## src/rtl/mem_access_params.svh

```systemverilog
//~~~~~~~~~~~~~~~~~~~~~~~~~~~~~~~~~~~~~~~~~~~~~~~~~~~~~~~~~~~~
// widths, address regions and load/store codes of the
// memory access unit, included by the package and the RTL
//~~~~~~~~~~~~~~~~~~~~~~~~~~~~~~~~~~~~~~~~~~~~~~~~~~~~~~~~~~~~
`ifndef MEM_ACCESS_PARAMS_SVH
`define MEM_ACCESS_PARAMS_SVH

`define MA_ADDR_W     32
`define MA_DATA_W     32
`define MA_STRB_W     4

// kseg0 and kseg1, both unmapped
`define MA_KSEG_LO    32'h8000_0000
`define MA_KSEG_HI    32'hBFFF_FFFF
`define MA_PHYS_MASK  32'h1FFF_FFFF

`define MA_OP_W       3
`define MA_OP_LB      3'd0
`define MA_OP_LBU     3'd1
`define MA_OP_LH      3'd2
`define MA_OP_LHU     3'd3
`define MA_OP_LW      3'd4
`define MA_OP_SB      3'd5
`define MA_OP_SH      3'd6
`define MA_OP_SW      3'd7

`endif

```

## src/rtl/mem_access_pkg.sv

```systemverilog
//~~~~~~~~~~~~~~~~~~~~~~~~~~~~~~~~~~~~~~~~~~~~~~~~~~~~~~~~~~~~
// types and the virtual to physical mapping shared by the
// memory access unit, imported with a wildcard
//~~~~~~~~~~~~~~~~~~~~~~~~~~~~~~~~~~~~~~~~~~~~~~~~~~~~~~~~~~~~
`default_nettype none

`include "mem_access_params.svh"

package mem_access_pkg;

	typedef logic [`MA_ADDR_W-1:0] addr_t;
	typedef logic [`MA_DATA_W-1:0] word_t;
	typedef logic [`MA_STRB_W-1:0] strb_t;
	typedef logic [`MA_OP_W-1:0]   ls_op_t;

	typedef enum logic [1:0] {
		ARB_IDLE,
		ARB_ISSUE,
		ARB_WAIT
	} arb_state_t;

	// kseg0/kseg1 fold onto the low 512MB
	function automatic addr_t to_physical(addr_t va);
		if (va >= `MA_KSEG_LO && va <= `MA_KSEG_HI) begin
			return va & `MA_PHYS_MASK;
		end
		return va;
	endfunction

endpackage

`default_nettype wire

```

## src/rtl/mem_req_if.sv

```systemverilog
//~~~~~~~~~~~~~~~~~~~~~~~~~~~~~~~~~~~~~~~~~~~~~~~~~~~~~~~~~~~~
// request/response link between one port and the arbiter
// port holds req and fields until a one cycle done pulse
//~~~~~~~~~~~~~~~~~~~~~~~~~~~~~~~~~~~~~~~~~~~~~~~~~~~~~~~~~~~~
`timescale 1ns/1ps
`default_nettype none

interface mem_req_if import mem_access_pkg::*; ();

	logic  req;
	addr_t addr;
	logic  we;
	strb_t wstrb;
	word_t wdata;
	logic  done;
	word_t rdata;

	modport requester (
		output req, addr, we, wstrb, wdata,
		input  done, rdata
	);

	modport server (
		input  req, addr, we, wstrb, wdata,
		output done, rdata
	);

endinterface

`default_nettype wire

```

## src/rtl/bus_arbiter.sv

```systemverilog
//~~~~~~~~~~~~~~~~~~~~~~~~~~~~~~~~~~~~~~~~~~~~~~~~~~~~~~~~~~~~
// fixed priority arbiter, data before fetch, driving a
// single beat valid/ready bus with an rvalid response
//~~~~~~~~~~~~~~~~~~~~~~~~~~~~~~~~~~~~~~~~~~~~~~~~~~~~~~~~~~~~
`timescale 1ns/1ps
`default_nettype none

module bus_arbiter
	import mem_access_pkg::*;
(
	input  logic aclk,
	input  logic rst,
	mem_req_if.server fetch_side,
	mem_req_if.server data_side,
	output logic bus_valid,
	output addr_t bus_addr,
	output logic bus_we,
	output strb_t bus_wstrb,
	output word_t bus_wdata,
	input  logic bus_ready,
	input  logic bus_rvalid,
	input  word_t bus_rdata
);

	arb_state_t state;
	logic       grant_data;
	logic       fetch_done_q;
	logic       data_done_q;
	word_t      rdata_q;
	logic       pick_data;
	logic       pick_fetch;

	// a side still in its done cycle has not dropped req yet
	assign pick_data = data_side.req && !data_done_q;
	assign pick_fetch = fetch_side.req && !fetch_done_q && !pick_data;

	assign fetch_side.done = fetch_done_q;
	assign data_side.done = data_done_q;
	assign fetch_side.rdata = rdata_q;
	assign data_side.rdata = rdata_q;

	always_ff @(posedge aclk) begin
		if (!rst) begin
			state <= ARB_IDLE;
			grant_data <= 1'b0;
			bus_valid <= 1'b0;
			fetch_done_q <= 1'b0;
			data_done_q <= 1'b0;
		end else begin
			fetch_done_q <= 1'b0;
			data_done_q <= 1'b0;
			case (state)
				ARB_IDLE: begin
					if (pick_data || pick_fetch) begin
						grant_data <= pick_data;
						bus_valid <= 1'b1;
						state <= ARB_ISSUE;
					end
				end
				ARB_ISSUE: begin
					if (bus_ready) begin
						bus_valid <= 1'b0;
						state <= ARB_WAIT;
					end
				end
				ARB_WAIT: begin
					if (bus_rvalid) begin
						data_done_q <= grant_data;
						fetch_done_q <= !grant_data;
						state <= ARB_IDLE;
					end
				end
				default: begin
					state <= ARB_IDLE;
				end
			endcase
		end
	end

	// bus fields only load when a new grant is made
	always_ff @(posedge aclk) begin
		if (state == ARB_IDLE && (pick_data || pick_fetch)) begin
			bus_addr <= pick_data ? data_side.addr : fetch_side.addr;
			bus_we <= pick_data ? data_side.we : fetch_side.we;
			bus_wstrb <= pick_data ? data_side.wstrb : fetch_side.wstrb;
			bus_wdata <= pick_data ? data_side.wdata : fetch_side.wdata;
		end
		if (state == ARB_WAIT && bus_rvalid) begin
			rdata_q <= bus_rdata;
		end
	end

endmodule

`default_nettype wire

```

## src/rtl/data_port.sv

```systemverilog
//~~~~~~~~~~~~~~~~~~~~~~~~~~~~~~~~~~~~~~~~~~~~~~~~~~~~~~~~~~~~
// load/store port: alignment check, byte strobes and lane
// replication for stores, sign/zero extension for loads
//~~~~~~~~~~~~~~~~~~~~~~~~~~~~~~~~~~~~~~~~~~~~~~~~~~~~~~~~~~~~
`timescale 1ns/1ps
`default_nettype none

`include "mem_access_params.svh"

module data_port
	import mem_access_pkg::*;
(
	input  logic aclk,
	input  logic rst,
	input  logic data_req,
	input  ls_op_t data_op,
	input  addr_t data_addr,
	input  word_t data_wdata,
	output logic data_ready,
	output logic data_done,
	output logic data_fault,
	output word_t data_rdata,
	mem_req_if.requester bus
);

	logic       busy;
	logic       req_q;
	logic       fault_q;
	logic       we_q;
	addr_t      addr_q;
	strb_t      strb_q;
	word_t      wdata_q;
	ls_op_t     op_q;
	logic [1:0] off_q;
	word_t      rdata_q;
	word_t      ld_val;
	logic       accept;
	logic       misaligned;
	logic       is_store;
	strb_t      strb_d;
	word_t      wdata_d;
	addr_t      phys;

	// little endian lane select, stores give zero
	function automatic word_t load_extend(ls_op_t op, logic [1:0] off, word_t w);
		word_t sh;
		sh = w >> {off, 3'b000};
		case (op)
			`MA_OP_LB:  return {{(`MA_DATA_W-8){sh[7]}}, sh[7:0]};
			`MA_OP_LBU: return {{(`MA_DATA_W-8){1'b0}}, sh[7:0]};
			`MA_OP_LH:  return {{(`MA_DATA_W-16){sh[15]}}, sh[15:0]};
			`MA_OP_LHU: return {{(`MA_DATA_W-16){1'b0}}, sh[15:0]};
			`MA_OP_LW:  return w;
			default:    return '0;
		endcase
	endfunction

	assign accept = data_req && data_ready;
	assign phys = to_physical(data_addr);

	always_comb begin
		misaligned = 1'b0;
		is_store = 1'b0;
		strb_d = '0;
		wdata_d = data_wdata;
		case (data_op)
			`MA_OP_LH, `MA_OP_LHU: begin
				misaligned = data_addr[0];
			end
			`MA_OP_LW: begin
				misaligned = |data_addr[1:0];
			end
			`MA_OP_SB: begin
				is_store = 1'b1;
				strb_d = strb_t'(1) << data_addr[1:0];
				wdata_d = {4{data_wdata[7:0]}};
			end
			`MA_OP_SH: begin
				misaligned = data_addr[0];
				is_store = 1'b1;
				strb_d = data_addr[1] ? 4'b1100 : 4'b0011;
				wdata_d = {2{data_wdata[15:0]}};
			end
			`MA_OP_SW: begin
				misaligned = |data_addr[1:0];
				is_store = 1'b1;
				strb_d = 4'b1111;
			end
			default: begin
				misaligned = 1'b0;
			end
		endcase
	end

	assign ld_val = load_extend(op_q, off_q, bus.rdata);

	assign data_ready = !busy;
	assign data_done = fault_q || bus.done;
	assign data_fault = fault_q;
	assign data_rdata = bus.done ? ld_val : rdata_q;

	assign bus.req = req_q;
	assign bus.addr = addr_q;
	assign bus.we = we_q;
	assign bus.wstrb = strb_q;
	assign bus.wdata = wdata_q;

	always_ff @(posedge aclk) begin
		if (!rst) begin
			busy <= 1'b0;
			req_q <= 1'b0;
			fault_q <= 1'b0;
		end else begin
			fault_q <= 1'b0;
			if (accept) begin
				busy <= 1'b1;
				fault_q <= misaligned;
				req_q <= !misaligned;
			end else if (data_done) begin
				busy <= 1'b0;
				req_q <= 1'b0;
			end
		end
	end

	always_ff @(posedge aclk) begin
		if (accept) begin
			addr_q <= {phys[31:2], 2'b00};
			we_q <= is_store;
			strb_q <= strb_d;
			wdata_q <= wdata_d;
			op_q <= data_op;
			off_q <= data_addr[1:0];
		end
		if (accept && misaligned) begin
			rdata_q <= '0;
		end else if (bus.done) begin
			rdata_q <= ld_val;
		end
	end

endmodule

`default_nettype wire

```

## src/rtl/fetch_port.sv

```systemverilog
//~~~~~~~~~~~~~~~~~~~~~~~~~~~~~~~~~~~~~~~~~~~~~~~~~~~~~~~~~~~~
// instruction fetch port: takes one word fetch at a time,
// faults on unaligned addresses, otherwise reads via arbiter
//~~~~~~~~~~~~~~~~~~~~~~~~~~~~~~~~~~~~~~~~~~~~~~~~~~~~~~~~~~~~
`timescale 1ns/1ps
`default_nettype none

module fetch_port
	import mem_access_pkg::*;
(
	input  logic aclk,
	input  logic rst,
	input  logic fetch_req,
	input  addr_t fetch_addr,
	output logic fetch_ready,
	output logic fetch_done,
	output logic fetch_fault,
	output word_t fetch_data,
	mem_req_if.requester bus
);

	logic  busy;
	logic  req_q;
	logic  fault_q;
	addr_t addr_q;
	word_t data_q;
	logic  accept;
	logic  misaligned;
	addr_t phys;

	assign accept = fetch_req && fetch_ready;
	assign misaligned = |fetch_addr[1:0];
	assign phys = to_physical(fetch_addr);

	assign fetch_ready = !busy;
	assign fetch_done = fault_q || bus.done;
	assign fetch_fault = fault_q;
	// word is visible in the done cycle, held afterwards
	assign fetch_data = bus.done ? bus.rdata : data_q;

	// fetches are always word reads
	assign bus.req = req_q;
	assign bus.addr = addr_q;
	assign bus.we = 1'b0;
	assign bus.wstrb = '0;
	assign bus.wdata = '0;

	always_ff @(posedge aclk) begin
		if (!rst) begin
			busy <= 1'b0;
			req_q <= 1'b0;
			fault_q <= 1'b0;
		end else begin
			fault_q <= 1'b0;
			if (accept) begin
				busy <= 1'b1;
				fault_q <= misaligned;
				req_q <= !misaligned;
			end else if (fetch_done) begin
				busy <= 1'b0;
				req_q <= 1'b0;
			end
		end
	end

	always_ff @(posedge aclk) begin
		if (accept) begin
			addr_q <= {phys[31:2], 2'b00};
		end
		if (accept && misaligned) begin
			data_q <= '0;
		end else if (bus.done) begin
			data_q <= bus.rdata;
		end
	end

endmodule

`default_nettype wire

```

## src/rtl/mem_access_top.sv

```systemverilog
//~~~~~~~~~~~~~~~~~~~~~~~~~~~~~~~~~~~~~~~~~~~~~~~~~~~~~~~~~~~~
// memory access unit top: fetch and data ports sharing one
// external bus through the arbiter
//~~~~~~~~~~~~~~~~~~~~~~~~~~~~~~~~~~~~~~~~~~~~~~~~~~~~~~~~~~~~
`timescale 1ns/1ps
`default_nettype none

module mem_access_top
	import mem_access_pkg::*;
(
	input  logic aclk,
	input  logic rst,
	// fetch side
	input  logic fetch_req,
	input  addr_t fetch_addr,
	output logic fetch_ready,
	output logic fetch_done,
	output logic fetch_fault,
	output word_t fetch_data,
	// data side
	input  logic data_req,
	input  ls_op_t data_op,
	input  addr_t data_addr,
	input  word_t data_wdata,
	output logic data_ready,
	output logic data_done,
	output logic data_fault,
	output word_t data_rdata,
	// external bus
	output logic bus_valid,
	output addr_t bus_addr,
	output logic bus_we,
	output strb_t bus_wstrb,
	output word_t bus_wdata,
	input  logic bus_ready,
	input  logic bus_rvalid,
	input  word_t bus_rdata
);

	mem_req_if fetch_bus ();
	mem_req_if data_bus ();

	fetch_port i_fetch_port (
		.aclk        (aclk),
		.rst         (rst),
		.fetch_req   (fetch_req),
		.fetch_addr  (fetch_addr),
		.fetch_ready (fetch_ready),
		.fetch_done  (fetch_done),
		.fetch_fault (fetch_fault),
		.fetch_data  (fetch_data),
		.bus         (fetch_bus.requester)
	);

	data_port i_data_port (
		.aclk       (aclk),
		.rst        (rst),
		.data_req   (data_req),
		.data_op    (data_op),
		.data_addr  (data_addr),
		.data_wdata (data_wdata),
		.data_ready (data_ready),
		.data_done  (data_done),
		.data_fault (data_fault),
		.data_rdata (data_rdata),
		.bus        (data_bus.requester)
	);

	bus_arbiter i_bus_arbiter (
		.aclk       (aclk),
		.rst        (rst),
		.fetch_side (fetch_bus.server),
		.data_side  (data_bus.server),
		.bus_valid  (bus_valid),
		.bus_addr   (bus_addr),
		.bus_we     (bus_we),
		.bus_wstrb  (bus_wstrb),
		.bus_wdata  (bus_wdata),
		.bus_ready  (bus_ready),
		.bus_rvalid (bus_rvalid),
		.bus_rdata  (bus_rdata)
	);

endmodule

`default_nettype wire

```

## config.mk

```make
export PLATFORM = sky130hd
export DESIGN_NAME = mem_access_top
export DESIGN_NICKNAME = d
export VERILOG_FILES = /design/src/rtl/mem_access_pkg.sv /design/src/rtl/mem_req_if.sv /design/src/rtl/bus_arbiter.sv /design/src/rtl/data_port.sv /design/src/rtl/fetch_port.sv /design/src/rtl/mem_access_top.sv
export VERILOG_INCLUDE_DIRS = /design/src /design/src/rtl
export SDC_FILE = /design/constraint.sdc
export NUM_CORES = 1
export LEC_CHECK = 0
export ABC_AREA = 1
export BUFFER_PORTS_ARGS = -buffer_cell sky130_fd_sc_hd__buf_2
export CAP_MARGIN = 20
export CORE_ASPECT_RATIO = 1.75
export CORE_MARGIN = 2
export CORE_UTILIZATION = 40
export DETAILED_ROUTE_END_ITERATION = 8
export GPL_TIMING_DRIVEN = 0
export HOLD_SLACK_MARGIN = 0.1
export PLACE_DENSITY = 0.65
export RECOVER_POWER = 100
export SYNTH_ARGS = -nofsm -noshare
export SYNTH_HDL_FRONTEND = slang
export SYNTH_SLANG_ARGS = --single-unit
```

## constraint.sdc

```tcl
create_clock -name aclk -period 4.65 [get_ports aclk]
set_input_delay 0.6975 -clock aclk [delete_from_list [all_inputs] [get_ports aclk]]
set_output_delay 0.6975 -clock aclk [all_outputs]
set_load 0.005 [all_outputs]
```

Word level (Yosys, flattened, before mapping). Index checks and enable logic that the tools add are counted.

Mux-type cells: 28. $lt $le $gt $ge: 4. Multipliers: 0. Reduce and logical (&&, ||, !) cells: 38. Shift operators: 2. Add/sub/neg operators: 0. Divide/modulo/power cells: 0. Bitwise operators: 0. Eq/ne operators: 15.

Operator list (number): 32-bit two-way mux (7); 32-bit one-hot mux with 5 select lines (1); 32-bit greater-or-equal comparator (second input constant) (2); 32-bit <= comparator (second input constant) (2); 32-bit one-hot mux with 2 select lines (1); 32-bit by 5-bit >> shifter with 16-bit output (1); 3-bit == test (second input constant) (5); 3-bit by 2-bit == test with 1-bit output (second input constant) (4); 4-bit one-hot mux with 3 select lines (1); 1-bit logical AND (11); 1-bit two-way mux (11); 3-bit AND reduction (3); 1-bit zero test (8); 2-bit two-way mux (3); 2-bit != test (second input constant) (3); 2-bit one-hot mux with 3 select lines (1); 2-bit AND reduction (3); 2-bit nonzero test (3); 2-bit OR reduction (3); 3-bit OR reduction (2); 4-bit two-way mux (1); 1-bit one-hot mux with 2 select lines (2); 1-bit by 2-bit << shifter with 4-bit output (first input constant) (1); 3-bit by 1-bit == test with 1-bit output (second input constant) (1); 5 further kinds (7).

Memories: 0. Logic and storage cells: 112. Output and inout port bits: 140. Flip-flop bits (word level): 279. Latch bits: 0. Memory bits (read-only): 0. RAM bits: 0. Input bits: 137.

Depth between registers and ports, before layout. Gate-level depths: netlist of run 1.

Depth after elaboration: 7. Gate-level depth with buffers: 11. Gate-level depth less buffers: 10.

Hierarchy. Synthesis of run 1 repeated with hierarchy kept, for this count alone.

Cell total of the unflattened synthesis: 1238. Area total of the unflattened synthesis: 12161.7 um^2.

By module, submodules not included: data_port (instances 1, area each 4918.5 um^2, cells each 545, sequential area each 2862.7 um^2); bus_arbiter (instances 1, area each 4506.8 um^2, cells each 397, sequential area each 3153.0 um^2); fetch_port (instances 1, area each 2736.4 um^2, cells each 296, sequential area each 1601.5 um^2).

Least setup slack after synthesis of run 1. OpenSTA, ideal clock, no wires.

Path type: in2reg. Start: in data_req. End: reg i_data_port.addr_q[10] (netlist: i_data_port.bus.addr[10]) (enable). Path buffers: 0. Data arrival time: 2.233 ns. Stages: 2. Slack: 1.990 ns. Setup time: 0.427 ns. Required time: 4.223 ns. Cell sequence: nand2_1 inv_1.

Word-level cells in the longest chain between the ends: 1.

RTL lines: start, declared (line mem_access_top.sv:21) `input logic data_req,`; 1-bit logical AND (line data_port.sv:58) `assign accept = data_req && data_ready;`; named net i_data_port.accept (line data_port.sv:37) `logic accept;`; end signal, assigned (line data_port.sv:128) `addr_q <= {phys[31:2], 2'b00};`; end, declared (line data_port.sv:30) `addr_t addr_q;`.

The timed path passes the listed nets, and every way through them passes these cells. A chain may end at the register's enable or synchronous reset.

Worst setup path after layout of run 1.
Start: reg i_data_port.off_q[0]. End: out data_rdata[10].

Word-level cells in the longest chain between the ends: 3.

RTL lines: start, declared (line data_port.sv:34) `logic [1:0] off_q;`; start signal, assigned (line data_port.sv:133) `off_q <= data_addr[1:0];`; 32-bit by 5-bit >> shifter with 16-bit output (line data_port.sv:47) `sh = w >> {off, 3'b000};`; 32-bit one-hot mux with 5 select lines (line data_port.sv:48) `case (op)`; 32-bit two-way mux (line data_port.sv:100) `assign data_rdata = bus.done ? ld_val : rdata_q;`; end, declared (line mem_access_top.sv:28) `output word_t data_rdata,`.

Every way passes these cells.

==> impl_metrics.py, run 1 <==
metrics = {
    "die": {
        "floorplan.die_area_mm2": 0.02913,
        "die_w_um": 129.9,
        "rows": 80,
        "die_h_um": 224.3,
        "placeableCoreArea_mm2": 0.02723,
        "floorplan.initialDensity_pct": 40.74,
        "design.portCount": 277,
    },
    "timing": {
        "hold_viol": 0,
        "setup_viol_count_final": 0,
        "rsz_0062_raised_after_global_routing": "false",
        "setup_total_negative_slack_ns": 0,
        "worst_clock_skew_ns": 0.01331,
        "timing.max_slew.rel_slack_pct": 3.487,
        "final.min_clock_period_ns": 3.591,
        "worst_slew_pin_slew_ns": 1.448,
        "timing.fmax_mhz": 278.5,
        "min_period_over_period_pct": 77.23,
        "pins_over_slew_limit": 0,
    },
    "routing": {
        "drt_iter0_drc": 358,
        "wire_per_inst_um": 16.82,
        "dr.pass1.iters": 5,
        "finalWirelength_um": 29900,
        "via_density_per_instance": 4.657,
        "num_vias": 8280,
        "drc": 0,
        "route.antenna.remaining_nets": 0,
    },
    "synthesis": {
        "synth.ff_latch_count": 277,
        "yosys.cell_types.count": 39,
        "synth_area_leader_cell": "edfxtp_1",
        "seq_area_frac_synth_pct": 68.14,
        "summed_instance_area_of_the_synthesized_netlist_mm2": 0.01109,
        "synth-edff-count": 201,
        "synth_top_cells_by_area": "edfxtp_1, dfxtp_1, nand2_1",
        "yosys.cell_count.top_type": "nand2_1",
        "postSynthCellCount": 1078,
        "synth.avg_cell_area_um2": 10.29,
        "post_synth_most_frequent_cells": "nand2_1, edfxtp_1, inv_1",
        "yosys_top_cell_area_share_pct": 54.42,
        "synth_top_flop_cell": "edfxtp_1",
        "synth-simple-area-share_pct": 16.55,
        "muxShareOfSynthArea_pct": 0,
        "yosys_synthesis_warning_count": 0,
        "synth_async_sr_flop_share_pct": 0,
        "synth_adder_area_share_pct": 0,
        "synth_top_family_by_area": "simple AND/OR/NAND/NOR gates",
        "synth-xor-area-share_pct": 0,
        "synth_area_in_compound_gates_pct": 7.773,
    },
    "critical_path": {
        "startpoint_of_the_most_critical_setup_path": "i_data_port.off_q[0]",
        "reg2reg_from": "i_data_port.busy",
        "timing.critical_path.mode_cell": "nand2_1",
        "end_kind": "primary output",
        "critical-path-max-stage-delay_ns": 0.40,
        "r2r_setup_slack_ns": 1.86,
        "critPathKind": "reg -> out",
        "cp-endpoint": "data_rdata[10]",
        "timing.reg2reg.worst_path_depth": 4,
        "critPathArrivalTime_ns": 2.89,
        "critical_path_required_ns": 3.95,
        "worstSetupStartpointType": "flop",
        "crit_path_top_delay_cell": "clkbuf_1",
        "path_max_fanout": 10,
        "worst_r2r_endpoint": "i_data_port.bus.addr[12]",
        "critical_path.cell_chain": "clkbuf_1 -> clkinvlp_2 -> clkbuf_1 -> nand2_1 -> o21ai_0 -> nand2_1 -> nand3_1 -> nand2_1 -> nand2_1 -> buf_2",
    },
    "layout": {
        "final_net_count": 1521,
        "core_occupancy_in_the_finished_layout_pct": 49.88,
        "syn2layout_area_growth_pct": 22.45,
        "layout-drive-gt1-share_pct": 19.10,
        "nFillCells": 2628,
    },
    "clock_network": {
        "cts-resized-gates": 0,
        "clk_root_buf": "clkbuf_16",
        "tritoncts": "built",
        "max_h_tree_level": 1,
        "max-clock-path-buffers": 3,
        "postCtsSetupBuffers": 0,
        "insertion_delay_ns": 0.54,
        "postCtsHoldBufs": 0,
        "numCtsBuffers": 26,
        "clock_slew_seen_by_the_registers_of_the_worst_setup_and_hold_paths_ns": 0.07,
        "clock-sinks": 277,
    },
    "power": {
        "power_share_of_the_combinational_group_pct": 10.5,
        "power.share.switching_pct": 24.06,
        "power.density_mw_per_mm2": 419.0,
        "clkPwrFrac_pct": 37.6,
        "vdd.ir_drop.worst_v": 0.0004135,
        "power.sequential.fraction_pct": 51.9,
        "p_leak_nw": 6.173,
        "switchingPower_mw": 1.369,
        "cell_internal_pwr_mw": 4.321,
    },
    "global_routing": {
        "grt_antenna_before_repair": 8,
        "grt_start_max_net_pins": 68,
        "grt_pass1_vias": 8367,
        "groute.usage.overall_pct": 20.03,
        "global_route.overflow_total": 0,
        "grt_first_pass_wirelength_um": 44020,
    },
    "placement": {
        "port_buffers": 274,
        "gp_congestion": 0.9161,
        "detailedPlacementHpwl_um": 22550,
    },
    "hold_path": {
        "hold_class": "in -> reg",
    },
    "flow_run": {
        "cap_violations": 0,
    },
    "run_status": {
        "outcome": "finished clean",
    },
}
[logic make-up after synthesis]
group	Yosys count
and+or+nand+nor	450
other	1
DFF	277
AOI/OAI and AO/OA	152
buffers and inverters	198
[sequential cells by signal, indices dropped and copies added (netlist names), 2 cells and up]
| name | flops |
|---|---|
| i_data_port.bus.wstrb | 4 |
| i_data_port.off_q | 2 |
| i_data_port.op_q | 3 |
| i_data_port.bus.addr | 30 |
| i_bus_arbiter.bus_addr | 30 |
| i_bus_arbiter.state | 2 |
| i_bus_arbiter.bus_wstrb | 4 |
| i_bus_arbiter.bus_wdata | 32 |
| i_fetch_port.data_q | 32 |
| i_bus_arbiter.data_side.rdata | 32 |
| i_data_port.bus.wdata | 32 |
| i_fetch_port.bus.addr | 30 |
| i_data_port.rdata_q | 32 |
[worst min path at each step]
| stage | startpoint | endpoint | slack (ns) | depth (start not counted) |
|---|---|---|---|---|
| after floorplan | i_bus_arbiter.grant_data | i_bus_arbiter.fetch_side.done | 0.41 | 1 |
| after global placement | i_fetch_port.busy | i_fetch_port.busy | 0.45 | 2 |
| after detailed placement | i_bus_arbiter.bus_valid | i_bus_arbiter.bus_valid | 0.46 | 2 |
| after CTS | bus_rdata[22] | i_bus_arbiter.data_side.rdata[22] | 0.31 | 1 |
| after global routing | bus_rdata[2] | i_bus_arbiter.data_side.rdata[2] | 0.31 | 1 |
| final | fetch_addr[26] | i_fetch_port.bus.addr[26] | 0.33 | 1 |
[power groups by stage]
stage          clock, mW  combinational [mW]  sequential, mW
2_1_floorplan          0               0.314            3.00
3_3_place_gp           0               0.626            3.01
3_5_place_dp           0               0.653            3.00
4_1_cts             2.19               0.655            2.95
5_1_grt             2.27               0.673            2.97
6_report            2.14               0.598            2.95
[cell usage in the layout, fill, tap and decap left out, types with 4 or more instances in the layout]
cell and count:
o21ai_0 82, nor2_1 104, clkbuf_16 28, a21oi_2 7
nor3_1 4, clkinv_1 6, nand3_1 25, dfxtp_1 76
buf_2 191, clkinv_2 5, nand2_1 303, diode_2 6
clkbuf_1 130, inv_1 144, a21oi_1 42, edfxtp_1 201
o21ai_2 10, clkinvlp_2 5, or2_2 6
[stage by stage]
stage | cell area [um^2] | instances | worst slack, ns | hold WS (ns) | power, mW
after CTS | 13880 | 1772 | 1.515 | 0.3108 | 5.789
final | 13580 | 1778 | 1.059 | 0.3309 | 5.690
after floorplan | 11090 | 1079 | 1.990 | 0.4125 | 3.314
after global placement | 12930 | 1722 | 1.091 | 0.4512 | 3.635
after detailed placement | 13020 | 1725 | 2.090 | 0.4563 | 3.651
after global routing | 13580 | 1778 | 0.7597 | 0.3077 | 5.908
[metal layers]
layer	track usage (%)	up-vias	part of all wire, %
met5	0	-	0.023
li1	-	4086	-
met1	19.41	3857	33
met2	38.41	257	56
met4	10.86	2	5.3
met3	4.020	78	5.7
[critical path, delay by kind of cell, from the launching register on]
kind / cells / cell delay [ns]
buffers and inverters: 4 / 0.99
AOI/OAI and AO/OA: 1 / 0.40
and+or+nand+nor: 5 / 0.63
DFF: 1 / 0.36
[final cells by class]
class / count / area (um^2) / share of cell area (%)
clock inverter: 14 / 122.6 / 0.9029
antenna: 6 / 15.01 / 0.1106
inverter: 152 / 578.1 / 4.257
multi-input combinational: 604 / 2630 / 19.37
buffer: 46 / 205.2 / 1.511
clock buffer: 33 / 739.5 / 5.445
tap: 369 / 461.7 / 3.400
timing repair buffer: 277 / 1271 / 9.361
sequential: 277 / 7557 / 55.65
(Power assumes the default switching activity.)
==> run 2: changes to the inputs <==
PLACE_DENSITY = 0.67   (was 0.65)
clock period = 3.3 ns   (was 4.65 ns; I/O delays follow)
==> run 2 against run 1 <==
  * The flow now finishes with violations (max-capacitance violations)
  * Via count up 1.8%
  * Count of clock-buffer cells in the layout rose by 3
  * Critical path depth is 2 lower
  * Die area stayed put
  * Global-route usage is 0.43 points higher
  * Critical path type unchanged
  * Critical endpoint is now data_rdata[28]
  * Largest power group unchanged
  * Highest routed layer unchanged
==> impl_metrics.py, run 2 (synthesis results as in run 1) <==
metrics = {
    "timing": {
        "timing.max_slew.rel_slack_pct": 0.5801,
        "worst_slew_pin_slew_ns": 1.491,
        "final.min_clock_period_ns": 2.934,
        "min_period_over_period_pct": 88.91,
        "hold_viol": 0,
        "setup_viol_count_final": 0,
        "worst_clock_skew_ns": 0.01208,
        "timing.fmax_mhz": 340.8,
        "pins_over_slew_limit": 0,
        "setup_total_negative_slack_ns": 0,
        "rsz_0062_raised_after_global_routing": "false",
    },
    "clock_network": {
        "max-clock-path-buffers": 3,
        "insertion_delay_ns": 0.54,
        "postCtsHoldBufs": 19,
        "numCtsBuffers": 27,
        "clk_root_buf": "clkbuf_16",
        "cts-resized-gates": 0,
        "max_h_tree_level": 1,
        "tritoncts": "built",
        "clock_slew_seen_by_the_registers_of_the_worst_setup_and_hold_paths_ns": 0.06,
        "clock-sinks": 277,
        "postCtsSetupBuffers": 0,
    },
    "die": {
        "floorplan.die_area_mm2": 0.02913,
        "floorplan.initialDensity_pct": 40.74,
        "die_w_um": 129.9,
        "design.portCount": 277,
        "rows": 80,
        "die_h_um": 224.3,
        "placeableCoreArea_mm2": 0.02723,
    },
    "critical_path": {
        "worstSetupStartpointType": "flop",
        "reg2reg_from": "i_bus_arbiter.state[0]",
        "critical_path_required_ns": 2.80,
        "crit_path_top_delay_cell": "edfxtp_1",
        "end_kind": "primary output",
        "worst_r2r_endpoint": "i_bus_arbiter.data_side.rdata[13]",
        "critPathKind": "reg -> out",
        "r2r_setup_slack_ns": 0.51,
        "critical-path-max-stage-delay_ns": 0.39,
        "timing.reg2reg.worst_path_depth": 4,
        "critical_path.cell_chain": "inv_1 -> nand3_1 -> nand3_4 -> nand2_1 -> buf_12 -> o21ai_0 -> nand2_1 -> buf_2",
        "timing.critical_path.mode_cell": "nand2_1",
        "critPathArrivalTime_ns": 2.44,
        "path_max_fanout": 10,
    },
    "power": {
        "vdd.ir_drop.worst_v": 0.0004876,
        "p_leak_nw": 6.241,
        "finalPower_mw": 8.089,
        "power.density_mw_per_mm2": 586.4,
    },
    "flow_run": {
        "cap_violations": 1,
    },
    "routing": {
        "wire_per_inst_um": 16.80,
        "drt_iter0_drc": 485,
        "route.antenna.remaining_nets": 0,
        "via_density_per_instance": 4.682,
        "dr.pass1.iters": 5,
        "drc": 0,
        "finalWirelength_um": 30250,
        "num_vias": 8432,
    },
    "layout": {
        "syn2layout_area_growth_pct": 24.38,
        "layout-drive-gt1-share_pct": 18.60,
        "final_cell_mix": "nand2_1, edfxtp_1, buf_2",
        "nFillCells": 2654,
        "mostFrequentLayoutCell": "nand2_1",
        "final_net_count": 1541,
    },
    "global_routing": {
        "grt_start_max_net_pins": 68,
        "grt_first_pass_wirelength_um": 44740,
        "groute.usage.overall_pct": 20.46,
        "global_route.overflow_total": 0,
        "grt_pass1_vias": 8468,
        "grt_antenna_before_repair": 10,
    },
    "placement": {
        "gp_congestion": 0.8899,
        "detailedPlacementHpwl_um": 22540,
        "port_buffers": 274,
    },
    "hold_path": {
        "hold_class": "in -> reg",
        "hold_path_end": "i_data_port.bus.addr[15]",
        "hold_depth": 1,
        "hold_path_startpoint": "data_addr[15]",
    },
    "run_status": {
        "outcome": "complete, but fails checks",
        "failed_checks": "max-capacitance violations",
    },
}
## run 2: changes by cell type in the layout (fill, tap and decap cells not counted), moves of 3 or more
| cell | before | now |
|---|---|---|
| a21oi_1 | 42 | 39 |
| clkinvlp_2 | 5 | 2 |
| o21ai_1 | 0 | 4 |
| a21oi_2 | 7 | 10 |
| inv_2 | 1 | 4 |
| dlygate4sd3_1 | 0 | 19 |
| buf_2 | 191 | 183 |
| inv_1 | 144 | 141 |
| clkbuf_1 | 130 | 138 |
| o21ai_0 | 82 | 86 |
| o21ai_2 | 10 | 2 |
## run 2: layout make-up
class / instances / area [um^2] / area share (%)
Antenna cell: 7 / 17.52 / 0.1270
Buffer: 46 / 222.7 / 1.615
Clock buffer: 36 / 734.5 / 5.324
Clock inverter: 14 / 143.9 / 1.043
Inverter: 152 / 580.6 / 4.209
Multi-Input combinational cell: 604 / 2621 / 19.00
Sequential cell: 277 / 7557 / 54.78
Tap cell: 369 / 461.7 / 3.347
Timing Repair Buffer: 296 / 1455 / 10.55
## run 2: worst max-delay path by stage
stage	start	end	slack (ns)
final	i_data_port.off_q[1]	data_rdata[28]	0.37
after global routing	i_data_port.off_q[1]	data_rdata[26]	0.20
after floorplan	i_bus_arbiter.fetch_side.done	i_bus_arbiter.bus_addr[10]	0.83
after global placement	i_bus_arbiter.data_side.done	i_bus_arbiter.bus_wdata[7]	-0.25
after CTS	i_data_port.op_q[0]	data_rdata[2]	0.44
after detailed placement	i_data_port.op_q[0]	data_rdata[2]	1.03
## run 2: metrics by stage
step	hold WS (ns)	utilization, %	setup WS (ns)	cell area (um^2)	cells
final	0.1294	50.67	0.3660	13790	1801
after global placement	0.4493	47.48	-0.2517	12930	1722
after detailed placement	0.4641	47.83	1.028	13020	1725
after CTS	0.1000	51.76	0.4431	14090	1794
after floorplan	0.4125	-	0.8332	11090	1079
after global routing	0.1005	50.66	0.1956	13790	1800
## run 2: worst max-delay path, delay by kind of cell, from the launching register on
family	cells	cell delay [ns]
flops	1	0.39
compound gates	1	0.27
buf+inv	3	0.60
simple gates	4	0.64
## run 2: power by group
| group | total (mW) | internal (mW) | switching [mW] |
|---|---|---|---|
| Combinational | 0.864 | 0.293 | 0.571 |
| Clock | 3.07 | 1.74 | 1.33 |
| Sequential | 4.16 | 4.08 | 0.0836 |
| Total | 8.09 | 6.11 | 1.98 |
## run 2: per-layer routing
layer	GRT usage, %	share of wire [%]	vias up
met1	19.06	32	3932
met5	0	0.11	-
met2	40.15	57	267
met3	4.424	5.9	84
li1	-	-	4143
met4	10.48	4.9	6
